===== src/logic/cps2_dec_pkg.sv =====
/*
 * CPS2 opcode decryption, shared definitions.
 * Word, address, key and Feistel half types, stream constants
 * and the keyed round function used by the cipher lane.
 */
package cps2_dec_pkg;

    typedef logic [15:0] word_t;      // Fetched data word, cipher or plain
    typedef logic [22:0] addr_t;      // 68000 word address, byte bits 23..1
    typedef logic [63:0] key_t;       // Four 16-bit subkeys
    typedef logic [15:0] limit_t;     // Compared with byte address 23..8
    typedef logic [7:0]  cfg_byte_t;  // One configuration byte
    typedef logic [7:0]  half_t;      // One Feistel half of a word

    localparam int CFG_BYTES  = 20;   // Configuration stream length
    localparam int MAX_ROUNDS = 4;    // Subkeys held by key_t

    // Substitute round function; stands in for the CPS2 S-box network
    function automatic half_t cipher_f(
        input half_t r,
        input word_t subkey,
        input addr_t addr
    );
        half_t t;
        t = r ^ subkey[7:0];                  // Mix with low subkey byte
        t = {t[6:0], t[7]} + subkey[15:8];    // Rotate, add high byte, mod 256
        return t ^ addr[7:0];                 // Byte address bits 8..1
    endfunction

endpackage


===== src/logic/cps2_fetch_if.sv =====
/*
 * Fetch request bundle.
 * One beat of a CPU fetch: valid, opcode flag, address and data word.
 */
interface cps2_fetch_if
    import cps2_dec_pkg::*;
();

    logic  valid;   // Beat present
    logic  opcode;  // Opcode fetch, data fetch when low
    addr_t addr;    // Word address
    word_t data;    // Word as read from ROM

    // Side that presents the beat
    modport source (
        output valid, opcode, addr, data
    );

    // Lanes that consume the beat
    modport sink (
        input valid, opcode, addr, data
    );

endinterface


===== src/logic/cps2_keyload.sv =====
/*
 * Configuration key loader.
 * Shifts in the 20-byte stream on write-strobe rising edges and
 * rearranges it into the cipher key and the upper address limit.
 */
module cps2_keyload
    import cps2_dec_pkg::*;
(
    input  logic      clk,
    input  logic      rst,
    input  cfg_byte_t cfg_din,
    input  logic      cfg_we,
    output key_t      key,
    output limit_t    limit,
    output logic      key_valid
);

    localparam int RAW_W = 8 * CFG_BYTES;

    logic             cfg_we_q;    // Registered strobe
    logic             shift_en;    // Strobe rising edge
    logic [RAW_W-1:0] raw;         // Byte k at raw[8k +: 8]
    logic [4:0]       cfg_cnt;     // Bytes seen, saturating
    word_t            limit_pair;  // Bytes 19 and 18

    assign shift_en = cfg_we && !cfg_we_q;

    always_ff @(posedge clk or posedge rst) begin
        if (rst) begin
            cfg_we_q <= 1'b0;
            raw      <= '0;
            cfg_cnt  <= '0;
        end else begin
            cfg_we_q <= cfg_we;
            if (shift_en) begin
                raw <= {cfg_din, raw[RAW_W-1:8]};  // Newest byte at the top
                if (cfg_cnt != 5'(CFG_BYTES)) begin
                    cfg_cnt <= cfg_cnt + 5'd1;     // Stops at full stream
                end
            end
        end
    end

    // Stays high once the stream has been seen in full
    assign key_valid = (cfg_cnt == 5'(CFG_BYTES));

    // Subkey i from bytes 2i+1 and 2i, rotated left by two
    for (genvar i = 0; i < MAX_ROUNDS; i++) begin : g_subkey
        word_t pair;
        assign pair           = raw[16*i +: 16];
        assign key[16*i +: 16] = {pair[13:0], pair[15:14]};
    end

    // Bytes 8 to 17 reserved, not used here

    assign limit_pair = raw[RAW_W-1 -: 16];                 // Bytes 19 high, 18 low
    assign limit      = {limit_pair[13:0], limit_pair[15:14]};

endmodule


===== src/logic/cps2_cipher_lane.sv =====
/*
 * Cipher lane.
 * Feistel decryption of the fetched word, one round per pipeline
 * stage, subkeys applied from the highest in use down to zero.
 */
module cps2_cipher_lane
    import cps2_dec_pkg::*;
#(
    parameter int ROUNDS = 4
) (
    input  logic              clk,
    input  logic              rst,
    cps2_fetch_if.sink        req,
    input  key_t              key,
    input  logic              advance,
    output word_t             plain
);

    word_t stage_w [ROUNDS];  // Word entering round i
    addr_t stage_a [ROUNDS];  // Address riding with it
    word_t res     [ROUNDS];  // Word after round i

    // Round i undoes encryption round ROUNDS-1-i
    for (genvar i = 0; i < ROUNDS; i++) begin : g_round
        localparam int K = ROUNDS - 1 - i;
        word_t sk;
        half_t left;
        half_t right;

        assign sk    = key[16*K +: 16];
        assign left  = stage_w[i][15:8];
        assign right = stage_w[i][7:0];
        // New left is old right, new right is left mixed with f(right)
        assign res[i] = {right, left ^ cipher_f(right, sk, stage_a[i])};
    end

    always_ff @(posedge clk or posedge rst) begin
        if (rst) begin
            for (int i = 0; i < ROUNDS; i++) begin
                stage_w[i] <= '0;
                stage_a[i] <= '0;
            end
        end else if (advance) begin
            stage_w[0] <= req.data;            // Ciphertext enters
            stage_a[0] <= req.addr;
            for (int i = 1; i < ROUNDS; i++) begin
                stage_w[i] <= res[i-1];        // One round per stage
                stage_a[i] <= stage_a[i-1];
            end
        end
    end

    // Last round feeds the merge register directly
    assign plain = res[ROUNDS-1];

endmodule


===== src/logic/cps2_range_lane.sv =====
/*
 * Range lane.
 * Decides per fetch whether it is decrypted and delays the raw word
 * and the stage valid to match the cipher lane depth.
 */
module cps2_range_lane
    import cps2_dec_pkg::*;
#(
    parameter int ROUNDS = 4
) (
    input  logic       clk,
    input  logic       rst,
    cps2_fetch_if.sink req,
    input  limit_t     limit,
    input  logic       key_valid,
    input  logic       advance,
    output word_t      raw,
    output logic       decrypt,
    output logic       last_valid
);

    logic  dec_in;           // Decision at entry
    logic  vld  [ROUNDS];    // Stage valids
    logic  flag [ROUNDS];    // Decrypt flag per stage
    word_t raw_w [ROUNDS];   // Untouched word

    // Opcode, key loaded, byte address 23..8 within limit
    assign dec_in = req.opcode && key_valid && (req.addr[22:7] <= limit);

    always_ff @(posedge clk or posedge rst) begin
        if (rst) begin
            for (int i = 0; i < ROUNDS; i++) begin
                vld[i]  <= 1'b0;
                flag[i] <= 1'b0;
            end
        end else if (advance) begin
            vld[0]  <= req.valid;
            flag[0] <= dec_in;
            for (int i = 1; i < ROUNDS; i++) begin
                vld[i]  <= vld[i-1];
                flag[i] <= flag[i-1];
            end
        end
    end

    // Payload delay line, no reset
    always_ff @(posedge clk) begin
        if (advance) begin
            raw_w[0] <= req.data;
            for (int i = 1; i < ROUNDS; i++) begin
                raw_w[i] <= raw_w[i-1];
            end
        end
    end

    assign raw        = raw_w[ROUNDS-1];
    assign decrypt    = flag[ROUNDS-1];
    assign last_valid = vld[ROUNDS-1];

endmodule


===== src/logic/cps2_fetch_merge.sv =====
/*
 * Fetch merge.
 * Output register and stall control; picks the decrypted or the raw
 * word and drives the pipeline-wide advance.
 */
module cps2_fetch_merge
    import cps2_dec_pkg::*;
(
    input  logic  clk,
    input  logic  rst,
    input  word_t plain,
    input  word_t raw,
    input  logic  decrypt,
    input  logic  last_valid,
    input  logic  out_ready,
    output logic  advance,
    output logic  out_valid,
    output word_t out_data,
    output logic  out_decrypted
);

    // Move when the output slot is empty or being drained
    assign advance = !out_valid || out_ready;

    always_ff @(posedge clk or posedge rst) begin
        if (rst) begin
            out_valid     <= 1'b0;
            out_decrypted <= 1'b0;
        end else if (advance) begin
            out_valid     <= last_valid;
            out_decrypted <= decrypt;
        end
    end

    // Word select, held while stalled
    always_ff @(posedge clk) begin
        if (advance) begin
            out_data <= decrypt ? plain : raw;
        end
    end

endmodule


===== src/logic/cps2_dec_top.sv =====
/*
 * CPS2 opcode decryption top level.
 * Key loader, cipher and range lanes side by side, and the merge stage.
 */
module cps2_dec_top
    import cps2_dec_pkg::*;
#(
    parameter int ROUNDS = 4  // 1 to MAX_ROUNDS
) (
    input  logic      clk,
    input  logic      rst,
    input  cfg_byte_t cfg_din,
    input  logic      cfg_we,
    input  logic      in_valid,
    output logic      in_ready,
    input  logic      in_opcode,
    input  addr_t     in_addr,
    input  word_t     in_data,
    output logic      out_valid,
    input  logic      out_ready,
    output word_t     out_data,
    output logic      out_decrypted,
    output logic      key_valid
);

    key_t   key;         // Loaded cipher key
    limit_t limit;       // Upper decrypt limit
    logic   advance;     // Pipeline step
    word_t  plain;       // Cipher lane result
    word_t  raw;         // Delayed original word
    logic   decrypt;     // Range lane decision
    logic   last_valid;  // Beat in last stage

    cps2_fetch_if req_if ();

    assign req_if.valid  = in_valid;
    assign req_if.opcode = in_opcode;
    assign req_if.addr   = in_addr;
    assign req_if.data   = in_data;
    assign in_ready      = advance;  // Accept whenever the pipe moves

    cps2_keyload u_keyload (
        .clk       (clk),
        .rst       (rst),
        .cfg_din   (cfg_din),
        .cfg_we    (cfg_we),
        .key       (key),
        .limit     (limit),
        .key_valid (key_valid)
    );

    cps2_cipher_lane #(.ROUNDS(ROUNDS)) u_cipher (
        .clk     (clk),
        .rst     (rst),
        .req     (req_if.sink),
        .key     (key),
        .advance (advance),
        .plain   (plain)
    );

    cps2_range_lane #(.ROUNDS(ROUNDS)) u_range (
        .clk        (clk),
        .rst        (rst),
        .req        (req_if.sink),
        .limit      (limit),
        .key_valid  (key_valid),
        .advance    (advance),
        .raw        (raw),
        .decrypt    (decrypt),
        .last_valid (last_valid)
    );

    cps2_fetch_merge u_merge (
        .clk           (clk),
        .rst           (rst),
        .plain         (plain),
        .raw           (raw),
        .decrypt       (decrypt),
        .last_valid    (last_valid),
        .out_ready     (out_ready),
        .advance       (advance),
        .out_valid     (out_valid),
        .out_data      (out_data),
        .out_decrypted (out_decrypted)
    );

endmodule


===== config.mk =====
export PLATFORM = sky130hd
export DESIGN_NAME = cps2_dec_top
export DESIGN_NICKNAME = d
export VERILOG_FILES = /design/src/logic/cps2_dec_pkg.sv /design/src/logic/cps2_fetch_if.sv /design/src/logic/cps2_keyload.sv /design/src/logic/cps2_cipher_lane.sv /design/src/logic/cps2_range_lane.sv /design/src/logic/cps2_fetch_merge.sv /design/src/logic/cps2_dec_top.sv
export SDC_FILE = /design/constraint.sdc
export NUM_CORES = 1
export LEC_CHECK = 0
export BUFFER_PORTS_ARGS = -buffer_cell sky130_fd_sc_hd__buf_2
export CORE_UTILIZATION = 42
export DETAILED_ROUTE_END_ITERATION = 12
export GPL_TIMING_DRIVEN = 0
export PLACE_DENSITY = 0.57
export SETUP_SLACK_MARGIN = 0.3
export SKIP_LAST_GASP = 1
export SYNTH_ARGS = -nofsm -noshare
export SYNTH_HDL_FRONTEND = slang
export SYNTH_HIERARCHICAL = 1
export SYNTH_SLANG_ARGS = --single-unit

===== constraint.sdc =====
create_clock -name clk -period 4.9 [get_ports clk]
set_input_delay 0.245 -clock clk [delete_from_list [all_inputs] [get_ports clk]]
set_output_delay 0.245 -clock clk [all_outputs]
set_load 0.1 [all_outputs]

==> run metrics, run 1 <==
yosys synthesis warning count 6; first-pass GRT wire length 50360 um; number of detailed-route iterations in the first pass 5; commonest register cell after synthesis dfrtp_1; clk_lat worst skew 0.53 ns; Total Wirelength 30810 um; Via density 4.692; gr ovfl total 0; final count of pins violating max slew 0; largest net degree at the start of global routing 73; max cap viols 0; initial antenna violation count 1; Gate Count Post-Synth 1092; clock buffer depth 3; layout cell share with drive strength beyond 1 42.91%; Hold WC Path Type in2reg; DR iter-0 viols 365; Worst path slowest cell fa_1; antenna cells 0; Clock Power Share 22.7%; post-CTS setup buffers 0; Remaining DRCs 0; syn_area_per_cell 14.63 um^2; Post-DP HPWL 22510 um; Die W 197.1 um; Antenna Nets Post-Route 0; total nets after synthesis 1195; pwr dens 682.4 mW/mm^2; leak pwr 0.008372 uW; CTS Sinks 352; Area growth syn-to-layout 17.47%; final cycle utilization of the critical path 55.93%; Hold WS 0.1774 ns; RSZ-0062 raised after global routing no; Post-synth EDFFs 80; CP arrival 3.02 ns; post-CTS sizing 0; Cell Chain, Critical Path buf_4, xor2_1, ha_1, inv_1, fa_1, nor2b_1, o21ai_0, nand2b_1, a31oi_1, xnor2_1, buf_4, mux2_4; Cell variety after synth 46; core area 0.03758 mm^2; Yosys reg bits 352; dpl cells 1681; Clock Tree Root clkbuf_16; boundary pin count 73; final std cells w/o fill 1788; NumNets Final 1349; clk slew on worst S/H paths 0.06 ns; CP max FO 2; setup tns final 0 ns; Critical Path RT 5.18 ns; worst vdd ir 0.0002512 V; final-report hold violation count 0; PnR worst setup slack 2.159 ns; FF+latch area 0.009209 mm^2; CP Capture Type register; switching power 4231 uW; Int Power 8579 uW; critical path class reg2reg; GPL Wtd Cong 0.7879; area of the mapped netlist 0.01598 mm^2; Seq pwr share 38.9%; vias 8390; # port buffers 72; Fill cells 3314; Fmax 364.9 MHz; run status finished, final reports clean; Slew HR 56.16%; initial core utilization 42.53%; Clock Skews 0.01823 ns; Wirelength per Cell 17.23 um; CTS tree built; hold buffer count at cts 35; Tightest Pin Transition 0.6576 ns; cell mode on critical path buf_4; Tot Pwr 12810 uW; DP Worst Slack 2.072 ns; min Tclk post-route 2.741 ns; Num CTS Buffers 39; Net Sw Frac 33.03%; sequential-to-total area share from yosys stat 57.63%; Logic pwr share 38.5%; CTS H-tree depth 2; setup violators final 0; Die H 197.1 um; CP max stage delay 0.39 ns; Worst setup SP type register; area of the multi-input gates 0.005618 mm^2; vias in the first global route 8834; Die Area 0.03883 mm^2; Total GRT Usage 16.94%; row cnt 71; Synth async-reset ratio 77.27%
==> routing by layer <==
layer  wire length [um]  GRT usage [%]
met3                938          2.271
met5                  0              0
met4                783          5.283
met1              15100          24.92
met2              13990          25.97
==> cell families (layout without fill, tap and decap cells) <==
| group | after synthesis | after routing | share of synthesized area (%) |
|---|---|---|---|
| AOI/OAI and AO/OA | 68 | 68 | 2.787 |
| xor gates and xnor gates | 124 | 124 | 6.796 |
| adders and majority gates | 50 | 50 | 4.103 |
| buffers and inverters | 167 | 352 | 7.266 |
| DFF | 352 | 352 | 57.63 |
| muxes | 273 | 273 | 19.47 |
| and+or+nand+nor | 58 | 58 | 1.949 |
==> final cells by class <==
| class | count | area share (%) |
|---|---|---|
| clock inverters | 21 | 1.060 |
| repair buffers | 113 | 4.506 |
| clock buffers | 51 | 5.825 |
| plain buffers | 129 | 5.426 |
| flip-flops and latches | 352 | 49.06 |
| well taps | 511 | 3.406 |
| inverters | 38 | 0.7932 |
| multi-input cells | 573 | 29.93 |
==> placed cells by master, fill, tap and decap left out, types with 3 or more instances in the layout <==
cell type and instances:
dfrtp_1 272, mux2_2 262, buf_4 96, xnor2_1 85
buf_2 84, edfxtp_1 80, ha_1 46, clkbuf_16 41
xor2_1 39, inv_1 36, dlygate4sd3_1 35, a21oi_1 26
buf_6 19, nor2_1 14, nand2_1 14, o21ai_0 10
mux2_4 10, nand2b_1 9, clkbuf_1 8, clkinv_2 7
a21o_1 7, nor2b_1 7, o211ai_1 6, clkinvlp_4 5
clkinv_1 5, buf_12 5, fa_1 4, nand4_1 4
clkbuf_8 3, bufinv_16 3, o21a_1 3
==> sequential cells by signal, summed over array words and instances (netlist names) <==
register	flops
u_cipher/g_round.right	24
u_keyload/raw	160
u_merge/out_valid	1
u_keyload/cfg_we_q	1
u_merge/out_data	16
u_cipher/plain	8
u_range/flag	3
u_keyload/cfg_cnt	5
u_range/decrypt	1
u_merge/out_decrypted	1
u_cipher/g_round.left	32
u_cipher/stage_a	32
u_range/raw_w	64
u_range/last_valid	1
u_range/vld	3
==> Yosys cell counts, drive strengths merged (2+ instances only) <==
library cell	n	area (um^2)
mux2	273	3112
dfrtp	272	6807
buf	128	1015
xnor2	85	744.5
edfxtp	80	2402
ha	46	575.6
xor2	39	341.6
inv	38	142.6
a21oi	26	130.1
nand2	14	52.55
nor2	14	52.55
o21ai	12	60.06
nand2b	10	62.56
nor2b	8	57.55
a21o	7	52.55
o211ai	6	45.04
fa	4	80.08
nand4	4	25.02
a211oi	3	27.52
o21a	3	22.52
o311ai	3	26.28
and3	2	12.51
nand3	2	15.01
o31ai	2	20.02
==> power groups by stage <==
| stage | Combinational (uW) | Clock [uW] | Sequential [uW] |
|---|---|---|---|
| finish | 4930 | 2900 | 4980 |
| global route | 5420 | 3110 | 5140 |
| detailed placement | 4960 | 0 | 5050 |
| global placement | 4870 | 0 | 5030 |
| floorplan | 3750 | 0 | 5090 |
| CTS | 5010 | 3000 | 5000 |
==> worst max-delay path, delay by kind of cell, from the launching register on <==
family | cells | cell delay, ns
AOI/OAI and AO/OA | 2 | 0.20
xor gates and xnor gates | 2 | 0.44
adders and majority gates | 2 | 0.62
buffers and inverters | 3 | 0.33
DFF | 1 | 0.37
muxes | 1 | 0.24
and+or+nand+nor | 2 | 0.30
==> worst paths after layout <==
kind / slack [ns] / cells after the start / start / endpoint
max: 2.16 / 12 / u_keyload/raw[5] / u_merge/out_data[6]
min: 0.18 / 5 / in_opcode / u_range/flag[3]
max reg2reg: 2.16 / 12 / u_keyload/raw[5] / u_merge/out_data[6]
min reg2reg: 0.42 / 0 / u_range/raw_w[2][9] / u_range/raw_w[3][9]
max in group asynchronous: 3.62 / 5 / rst / u_keyload/raw[93]
min in group asynchronous: 0.19 / 3 / rst / u_merge/out_decrypted
==> stage by stage <==
stage	instance area (um^2)	utilization, %
floorplan	15990	-
global placement	16990	45.20
detailed placement	17130	45.58
CTS	18770	49.96
global route	18770	49.96
finish	18770	49.96
No activity file was read; power rests on OpenSTA's default activity.
==> run 2: changes to the inputs <==
--- a/config.mk
+++ b/config.mk
@@ -5,11 +5,12 @@
 export SDC_FILE = /design/constraint.sdc
 export NUM_CORES = 1
 export LEC_CHECK = 0
+export ABC_AREA = 1
 export BUFFER_PORTS_ARGS = -buffer_cell sky130_fd_sc_hd__buf_2
 export CORE_UTILIZATION = 42
 export DETAILED_ROUTE_END_ITERATION = 12
 export GPL_TIMING_DRIVEN = 0
-export PLACE_DENSITY = 0.57
+export PLACE_DENSITY = 0.55
 export SETUP_SLACK_MARGIN = 0.3
 export SKIP_LAST_GASP = 1
 export SYNTH_ARGS = -nofsm -noshare
==> constraint.sdc (replaced) <==
create_clock -name clk -period 2.8 [get_ports clk]
set_input_delay 0.14 -clock clk [delete_from_list [all_inputs] [get_ports clk]]
set_output_delay 0.14 -clock clk [all_outputs]
set_load 0.1 [all_outputs]
==> run 2 against run 1 <==
Effect of this change:
- power rose by 56%
- synthesized area rose by 2.8%
- clock skew barely moved
- first-iteration DRC count rose by 79%
- sequential power rose by 60%
- utilization fell by 0.13 points
- combinational power rose by 40%
- critical path depth rose by 2
- global-route usage rose by 3.0 points
- worst hold slack got worse by 0.13 ns
- critical endpoint unchanged
==> run metrics, run 2 <==
run status finished, final reports clean (unchanged); yosys synthesis warning count 6 (unchanged); area of the mapped netlist 0.01643 mm^2 (was 0.01598 mm^2); clk_lat worst skew 0.55 ns (was 0.53 ns); gr ovfl total 0 (unchanged); initial antenna violation count 0 (was 1); Post-synth EDFFs 80 (unchanged); total nets after synthesis 1915 (was 1195); max cap viols 0 (unchanged); Slew HR 51.42% (was 56.16%); Die Area 0.03992 mm^2 (was 0.03883 mm^2); commonest register cell after synthesis dfrtp_1 (unchanged); leak pwr 0.009975 uW (was 0.008372 uW); PnR worst setup slack 0.4271 ns (was 2.159 ns); RSZ-0062 raised after global routing yes (was no); Net Sw Frac 36.42% (was 33.03%); Via density 4.564 (was 4.692); CP arrival 2.65 ns (was 3.02 ns); Critical Path RT 3.08 ns (was 5.18 ns); biggest regs u_keyload/raw: 160 flops, u_range/raw_w: 64 flops (unchanged); Antenna Nets Post-Route 0 (unchanged); clock buffer depth 3 (unchanged); critical path class reg2reg (unchanged); dominant cells by area after synthesis dfrtp_1, nand2_1, edfxtp_1 (was dfrtp_1, mux2_2, edfxtp_1); CTS tree built (unchanged); antenna cells 0 (unchanged); most frequent cells in the layout nand2_1, dfrtp_1, inv_1 (was dfrtp_1, mux2_2, buf_4); setup tns final 0 ns (unchanged); switching power 7284 uW (was 4231 uW); Reg-to-Reg Start u_keyload/raw[5] (unchanged); layout cell share with drive strength beyond 1 14.74% (was 42.91%); Int Power 12720 uW (was 8579 uW); boundary pin count 73 (unchanged); Remaining DRCs 0 (unchanged); CP Capture Type register (unchanged); Yosys reg bits 352 (unchanged); CP max FO 2 (unchanged); count leader, synth nand2_1 (was dfrtp_1); share of the synthesized area in the top cell type 41.42% (was 42.59%); Post-DP HPWL 27330 um (was 22510 um); crit path launch u_keyload/raw[5] (unchanged); core area 0.03865 mm^2 (was 0.03758 mm^2); vias in the first global route 11580 (was 8834); Total Wirelength 37690 um (was 30810 um); initial core utilization 42.52% (was 42.53%); DP Worst Slack 0.3288 ns (was 2.072 ns); pwr dens 1039 mW/mm^2 (was 682.4 mW/mm^2); Total GRT Usage 19.94% (was 16.94%); final-report hold violation count 0 (unchanged); GPL Wtd Cong 0.8833 (was 0.7879); Area growth syn-to-layout 17.18% (was 17.47%); Synth async-reset ratio 77.27% (unchanged); area leader, netlist dfrtp_1 (unchanged); first-pass GRT wire length 61120 um (was 50360 um); Cell variety after synth 31 (was 46); vias 11470 (was 8390); Logic pwr share 34.5% (was 38.5%); Worst setup SP type register (unchanged); Seq pwr share 39.8% (was 38.9%); max FFs per register 160 (unchanged); sequential-to-total area share from yosys stat 56.04% (was 57.63%); clk slew on worst S/H paths 0.06 ns (about the same); number of detailed-route iterations in the first pass 5 (unchanged); worst vdd ir 0.0004741 V (was 0.0002512 V); largest net degree at the start of global routing 93 (was 73); instance area after placement 0.01759 mm^2 (was 0.01713 mm^2); CTS H-tree depth 2 (unchanged); final count of pins violating max slew 0 (unchanged); row cnt 72 (was 71); final cycle utilization of the critical path 84.75% (was 55.93%); Gate Count Post-Synth 1812 (was 1092); Design Area, Final 0.01926 mm^2 (was 0.01877 mm^2); syn_area_per_cell 9.069 um^2 (was 14.63 um^2); setup violators final 0 (unchanged); NumNets Final 2071 (was 1349); # port buffers 72 (unchanged); Tightest Pin Transition 0.7288 ns (was 0.6576 ns); Clock Skews 0.01812 ns (was 0.01823 ns); commonest non-fill, non-tap cell in the layout nand2_1 (was dfrtp_1); Synth top cells by count nand2_1, dfrtp_1, inv_1 (was dfrtp_1, mux2_2, buf_4); Clock Power Share 25.7% (was 22.7%); Die H 199.8 um (was 197.1 um); post-CTS setup buffers 0 (unchanged); Wirelength per Cell 15.00 um (was 17.23 um); min Tclk post-route 2.373 ns (was 2.741 ns); CTS Sinks 352 (unchanged); DR iter-0 viols 652 (was 365); Largest Register u_keyload/raw (unchanged); Hold WC Path Type in2async (was in2reg); Num CTS Buffers 40 (was 39); Die W 199.8 um (was 197.1 um); Clock Tree Root clkbuf_16 (unchanged); Fmax 421.4 MHz (was 364.9 MHz)
==> run 2: changes by cell type after synthesis, sizes merged, moves of 45 or more <==
cell / before / now
xnor2: 85 / 40
inv: 38 / 151
nand2: 14 / 787
nand3: 2 / 48
o21ai: 12 / 109
mux2: 273 / 0
==> run 2: power by group through the flow <==
stage	Sequential, uW	Combinational (uW)	Clock [uW]
2_1_floorplan	8460	4650	0
3_3_place_gp	8020	6760	0
3_5_place_dp	8050	6890	0
4_1_cts	7980	6970	5300
5_1_grt	8130	7760	5490
6_report	7960	6910	5140
==> run 2: cells by family (layout without fill, tap and decap cells) <==
kind of cell | after synthesis | count (layout) | synth area share, %
and+or+nand+nor | 884 | 884 | 21.04
DFF | 352 | 352 | 56.04
AOI/OAI and AO/OA | 131 | 131 | 4.073
buffers and inverters | 307 | 490 | 10.17
adders and majority gates | 50 | 50 | 3.990
xor gates and xnor gates | 88 | 88 | 4.690
==> run 2: layout make-up <==
type,count,area [um^2]
Buffer,156,1105
Clock buffer,64,1204
Multi-Input combinational cell,1153,5585
Fill cell,3685,19390
Timing Repair Buffer,114,840.8
Clock inverter,5,88.84
Inverter,151,574.3
Sequential cell,352,9210
Tap cell,518,648.1
==> run 2: what timing repair did <==
action,in CTS,in global routing
endpoints found under the setup margin,0,3
hold endpoints to repair,115,0
hold buffers,36,0
resized for setup,0,4
==> run 2: final timing paths <==
kind	endpoint	slack, ns	cells after the start
min in group clk	u_range/flag[3]	0.05	5
hold reg to reg	u_range/raw_w[1][4]	0.40	0
setup / recovery	u_merge/out_data[6]	0.43	14
hold / removal	u_merge/out_decrypted	0.05	3
setup reg to reg	u_merge/out_data[6]	0.43	14
max in group asynchronous	u_keyload/raw[55]	1.37	6
==> run 2: critical path, cell delays in order, from the launching register on <==
cell,delay [ns]
dfrtp_1,0.38
buf_4,0.13
xor2_1,0.13
ha_2,0.20
inv_1,0.05
fa_2,0.35
inv_1,0.07
nand3_1,0.06
nand2_1,0.11
nand2_1,0.07
a21oi_2,0.15
xor2_1,0.08
buf_4,0.13
nand2_1,0.09
o21ai_0,0.10
==> run 2: metrics by stage <==
step                      utilization, %  total power (uW)  hold slack, ns  cells
after floorplan                        -             13120         -0.1189   1812
after global placement             45.20             14780         0.06153   2402
after detailed placement           45.51             14940         0.06065   2408
after CTS                          49.78             20240         0.03726   2513
after global routing               49.83             21390         0.05436   2513
final                              49.83             20000         0.04786   2513
==> run 2: routing by layer <==
metal / share of wire [%] / vias up / global-route usage [%]
met4: 2.7 / 0 / 6.870
li1: - / 5846 / -
met1: 46 / 5430 / 26.92
met2: 48 / 131 / 32.81
met3: 3.1 / 63 / 2.957
met5: 0 / - / 0
==> run 3: changes to the inputs <==
--- a/config.mk
+++ b/config.mk
@@ -10,7 +10,7 @@
 export CORE_UTILIZATION = 42
 export DETAILED_ROUTE_END_ITERATION = 12
 export GPL_TIMING_DRIVEN = 0
-export PLACE_DENSITY = 0.55
+export PLACE_DENSITY = 0.57
 export SETUP_SLACK_MARGIN = 0.3
 export SKIP_LAST_GASP = 1
 export SYNTH_ARGS = -nofsm -noshare
==> constraint.sdc (replaced) <==
create_clock -name clk -period 1.95 [get_ports clk]
set_input_delay 0.0975 -clock clk [delete_from_list [all_inputs] [get_ports clk]]
set_output_delay 0.0975 -clock clk [all_outputs]
set_load 0.1 [all_outputs]
==> run 3 against run 2 <==
Effect of this change:
- the run now ends with setup timing left
- clock power up 49%
- cell area rose by 8.8%
- die area did not move
- utilization increased by 4.4 points
- clock-buffer cell count shrank 8
- sequential share of layout area fell by 3.8 points
- first-iteration DRC count grew 10%
- cell count rose by 2.8%
- clock skew down 0.0037 ns
- register-to-register slack got worse by 0.69 ns
- non-clock buffer count increased by 63
==> run metrics, run 3 (same netlist as run 2, synthesis figures left out) <==
final std cells w/o fill 2583 (was 2513); final core occ 54.20% (was 49.83%); run status finished, violations left (was finished, final reports clean); Clock Tree Root clkbuf_16 (unchanged); Fmax 452.3 MHz (was 421.4 MHz); leak pwr 0.01066 uW (was 0.009975 uW); CTS tree built (unchanged); min Tclk post-route 2.211 ns (was 2.373 ns); Cell Chain, Critical Path buf_6, xor2_1, ha_2, inv_2, fa_2, inv_2, nand3_2, nand2_4, nand2_2, a21oi_2, xor2_1, buf_4, nand2_2, o21ai_1 (was buf_4, xor2_1, ha_2, inv_1, fa_2, inv_1, nand3_1, nand2_1, nand2_1, a21oi_2, xor2_1, buf_4, nand2_1, o21ai_0); RSZ-0062 raised after global routing yes (unchanged); clock buffer depth 3 (unchanged); Fill cells 3446 (was 3685); Die W 199.8 um (unchanged); row cnt 72 (unchanged); initial core utilization 42.52% (unchanged); largest net degree at the start of global routing 47 (was 93); pwr dens 1516 mW/mm^2 (was 1039 mW/mm^2); Worst path slowest cell dfrtp_1 (unchanged); PnR worst setup slack -0.2611 ns (was 0.4271 ns); CP arrival 2.51 ns (was 2.65 ns); Hold WS 0.09473 ns (was 0.04786 ns); most frequent cells in the layout nand2_1, dfrtp_1, buf_4 (was nand2_1, dfrtp_1, inv_1); Die H 199.8 um (unchanged); gr ovfl total 0 (unchanged); area of the multi-input gates 0.006411 mm^2 (was 0.005585 mm^2); commonest non-fill, non-tap cell in the layout nand2_1 (unchanged); first-pass GRT wire length 62770 um (was 61120 um); GPL Wtd Cong 0.8403 (was 0.8833); CP max FO 2 (unchanged); NumNets Final 2137 (was 2071); DP Worst Slack -0.3848 ns (was 0.3288 ns); CP Capture Type register (unchanged); Post-DP HPWL 27350 um (was 27330 um); worst vdd ir 0.0006375 V (was 0.0004741 V); Via density 4.616 (was 4.564); Num CTS Buffers 40 (unchanged); Remaining DRCs 0 (unchanged); DR iter-0 viols 718 (was 652); Critical Path RT 2.25 ns (was 3.08 ns); CTS H-tree depth 2 (unchanged); violated checks setup timing; vias 11920 (was 11470); final-report hold violation count 0 (unchanged); Area growth syn-to-layout 27.46% (was 17.18%); Die Area 0.03992 mm^2 (unchanged); CTS Sinks 352 (unchanged); Reg-to-Reg Start u_keyload/raw[5] (unchanged); boundary pin count 73 (unchanged); layout cell share with drive strength beyond 1 25.23% (was 14.74%); Worst setup SP type register (unchanged); Total GRT Usage 20.54% (was 19.94%); initial antenna violation count 0 (unchanged); max cap viols 0 (unchanged); Wirelength per Cell 15.30 um (was 15.00 um); crit path launch u_keyload/raw[5] (unchanged); Antenna Nets Post-Route 0 (unchanged); biggest regs u_keyload/raw: 160 flops, u_range/raw_w: 64 flops (unchanged); Hold WC Path Type in2async (unchanged); clk_lat worst skew 0.55 ns (about the same); FF+latch area 0.009223 mm^2 (was 0.009210 mm^2); Largest Register u_keyload/raw (unchanged); Slew HR 60.19% (was 51.42%); dpl cells 2408 (unchanged); setup violators final 10 (was 0); vias in the first global route 11760 (was 11580); CP max stage delay 0.38 ns (about the same); # port buffers 72 (unchanged); antenna cells 0 (unchanged); Total Wirelength 39530 um (was 37690 um); Tightest Pin Transition 0.5965 ns (was 0.7288 ns); final count of pins violating max slew 0 (unchanged); final cycle utilization of the critical path 113.4% (was 84.75%); max FFs per register 160 (unchanged); number of detailed-route iterations in the first pass 5 (unchanged); core area 0.03865 mm^2 (unchanged); critical path class reg2reg (unchanged); Buf+Inv Stages, Crit Path 4 (unchanged); Clock Skews 0.01446 ns (was 0.01812 ns); clk slew on worst S/H paths 0.06 ns (about the same); dominant delay contributor by cell family on the critical path adder cells (unchanged)
[run 3: cell count changes in the layout (fill, tap and decap cells not counted), sizes merged]
cell,before,now
buf,217,278
clkinv,2,13
clkbuf,81,74
nand2,787,790
bufinv,2,3
dlygate4sd3,36,37
[run 3: worst min-delay path, stage by stage]
cell	delay, ns
dlygate4sd3_1	0.53
buf_2	0.16
inv_1	0.25
[run 3: cell type report]
class	count	share of cell area, %
Sequential cell	352	44.03
Timing Repair Buffer	177	6.661
Multi-Input combinational cell	1156	30.61
Inverter	151	2.766
Tap cell	518	3.094
Clock inverter	17	0.8662
Buffer	156	6.368
Clock buffer	56	5.603
[run 3: per-layer routing]
layer / up-vias / wire length [um] / global-route usage [%] / share of wire (%)
met3: 56 / 1481 / 2.974 / 3.7
met1: 5714 / 17880 / 27.61 / 45
met4: 0 / 885 / 5.626 / 2.2
met2: 175 / 19280 / 34.68 / 49
met5: - / 0 / 0 / 0
li1: 5977 / - / - / -
[run 3: path summary, 6_finish.rpt]
kind,end,slack [ns],depth (start not counted)
min,u_range/vld[3],0.09,3
max in group asynchronous,u_keyload/raw[71],0.61,6
min in group clk,u_merge/out_decrypted,0.12,4
max,u_merge/out_data[6],-0.26,14
max reg2reg,u_merge/out_data[6],-0.26,14
min reg2reg,u_range/raw_w[2][8],0.42,0
[run 3: through the flow]
| stage | instance area, um^2 | total power [uW] | TNS, ns |
|---|---|---|---|
| 2_1_floorplan | 16780 | 19500 | -43.68 |
| 3_3_place_gp | 17790 | 21880 | -244.39 |
| 3_5_place_dp | 17910 | 22120 | -2.649 |
| 4_1_cts | 20390 | 31190 | -2.254 |
| 5_1_grt | 20950 | 33700 | -2.863 |
| 6_report | 20950 | 31740 | -1.642 |
[run 3: report_power, final]
part / switching (uW) / internal, uW / total [uW]
Sequential: 1590 / 9910 / 11500
Combinational: 7060 / 5540 / 12600
Clock: 3030 / 4610 / 7640
Total: 11700 / 20100 / 31700
[run 3: repair_timing]
item                                   CTS  global route
setup buffers                           39            23
setup endpoints to repair              107            40
hold buffers                            37             0
cloned                                   3             0
pin swaps                               93            75
gates resized for setup                 98            80
endpoints found under the hold margin  104             0
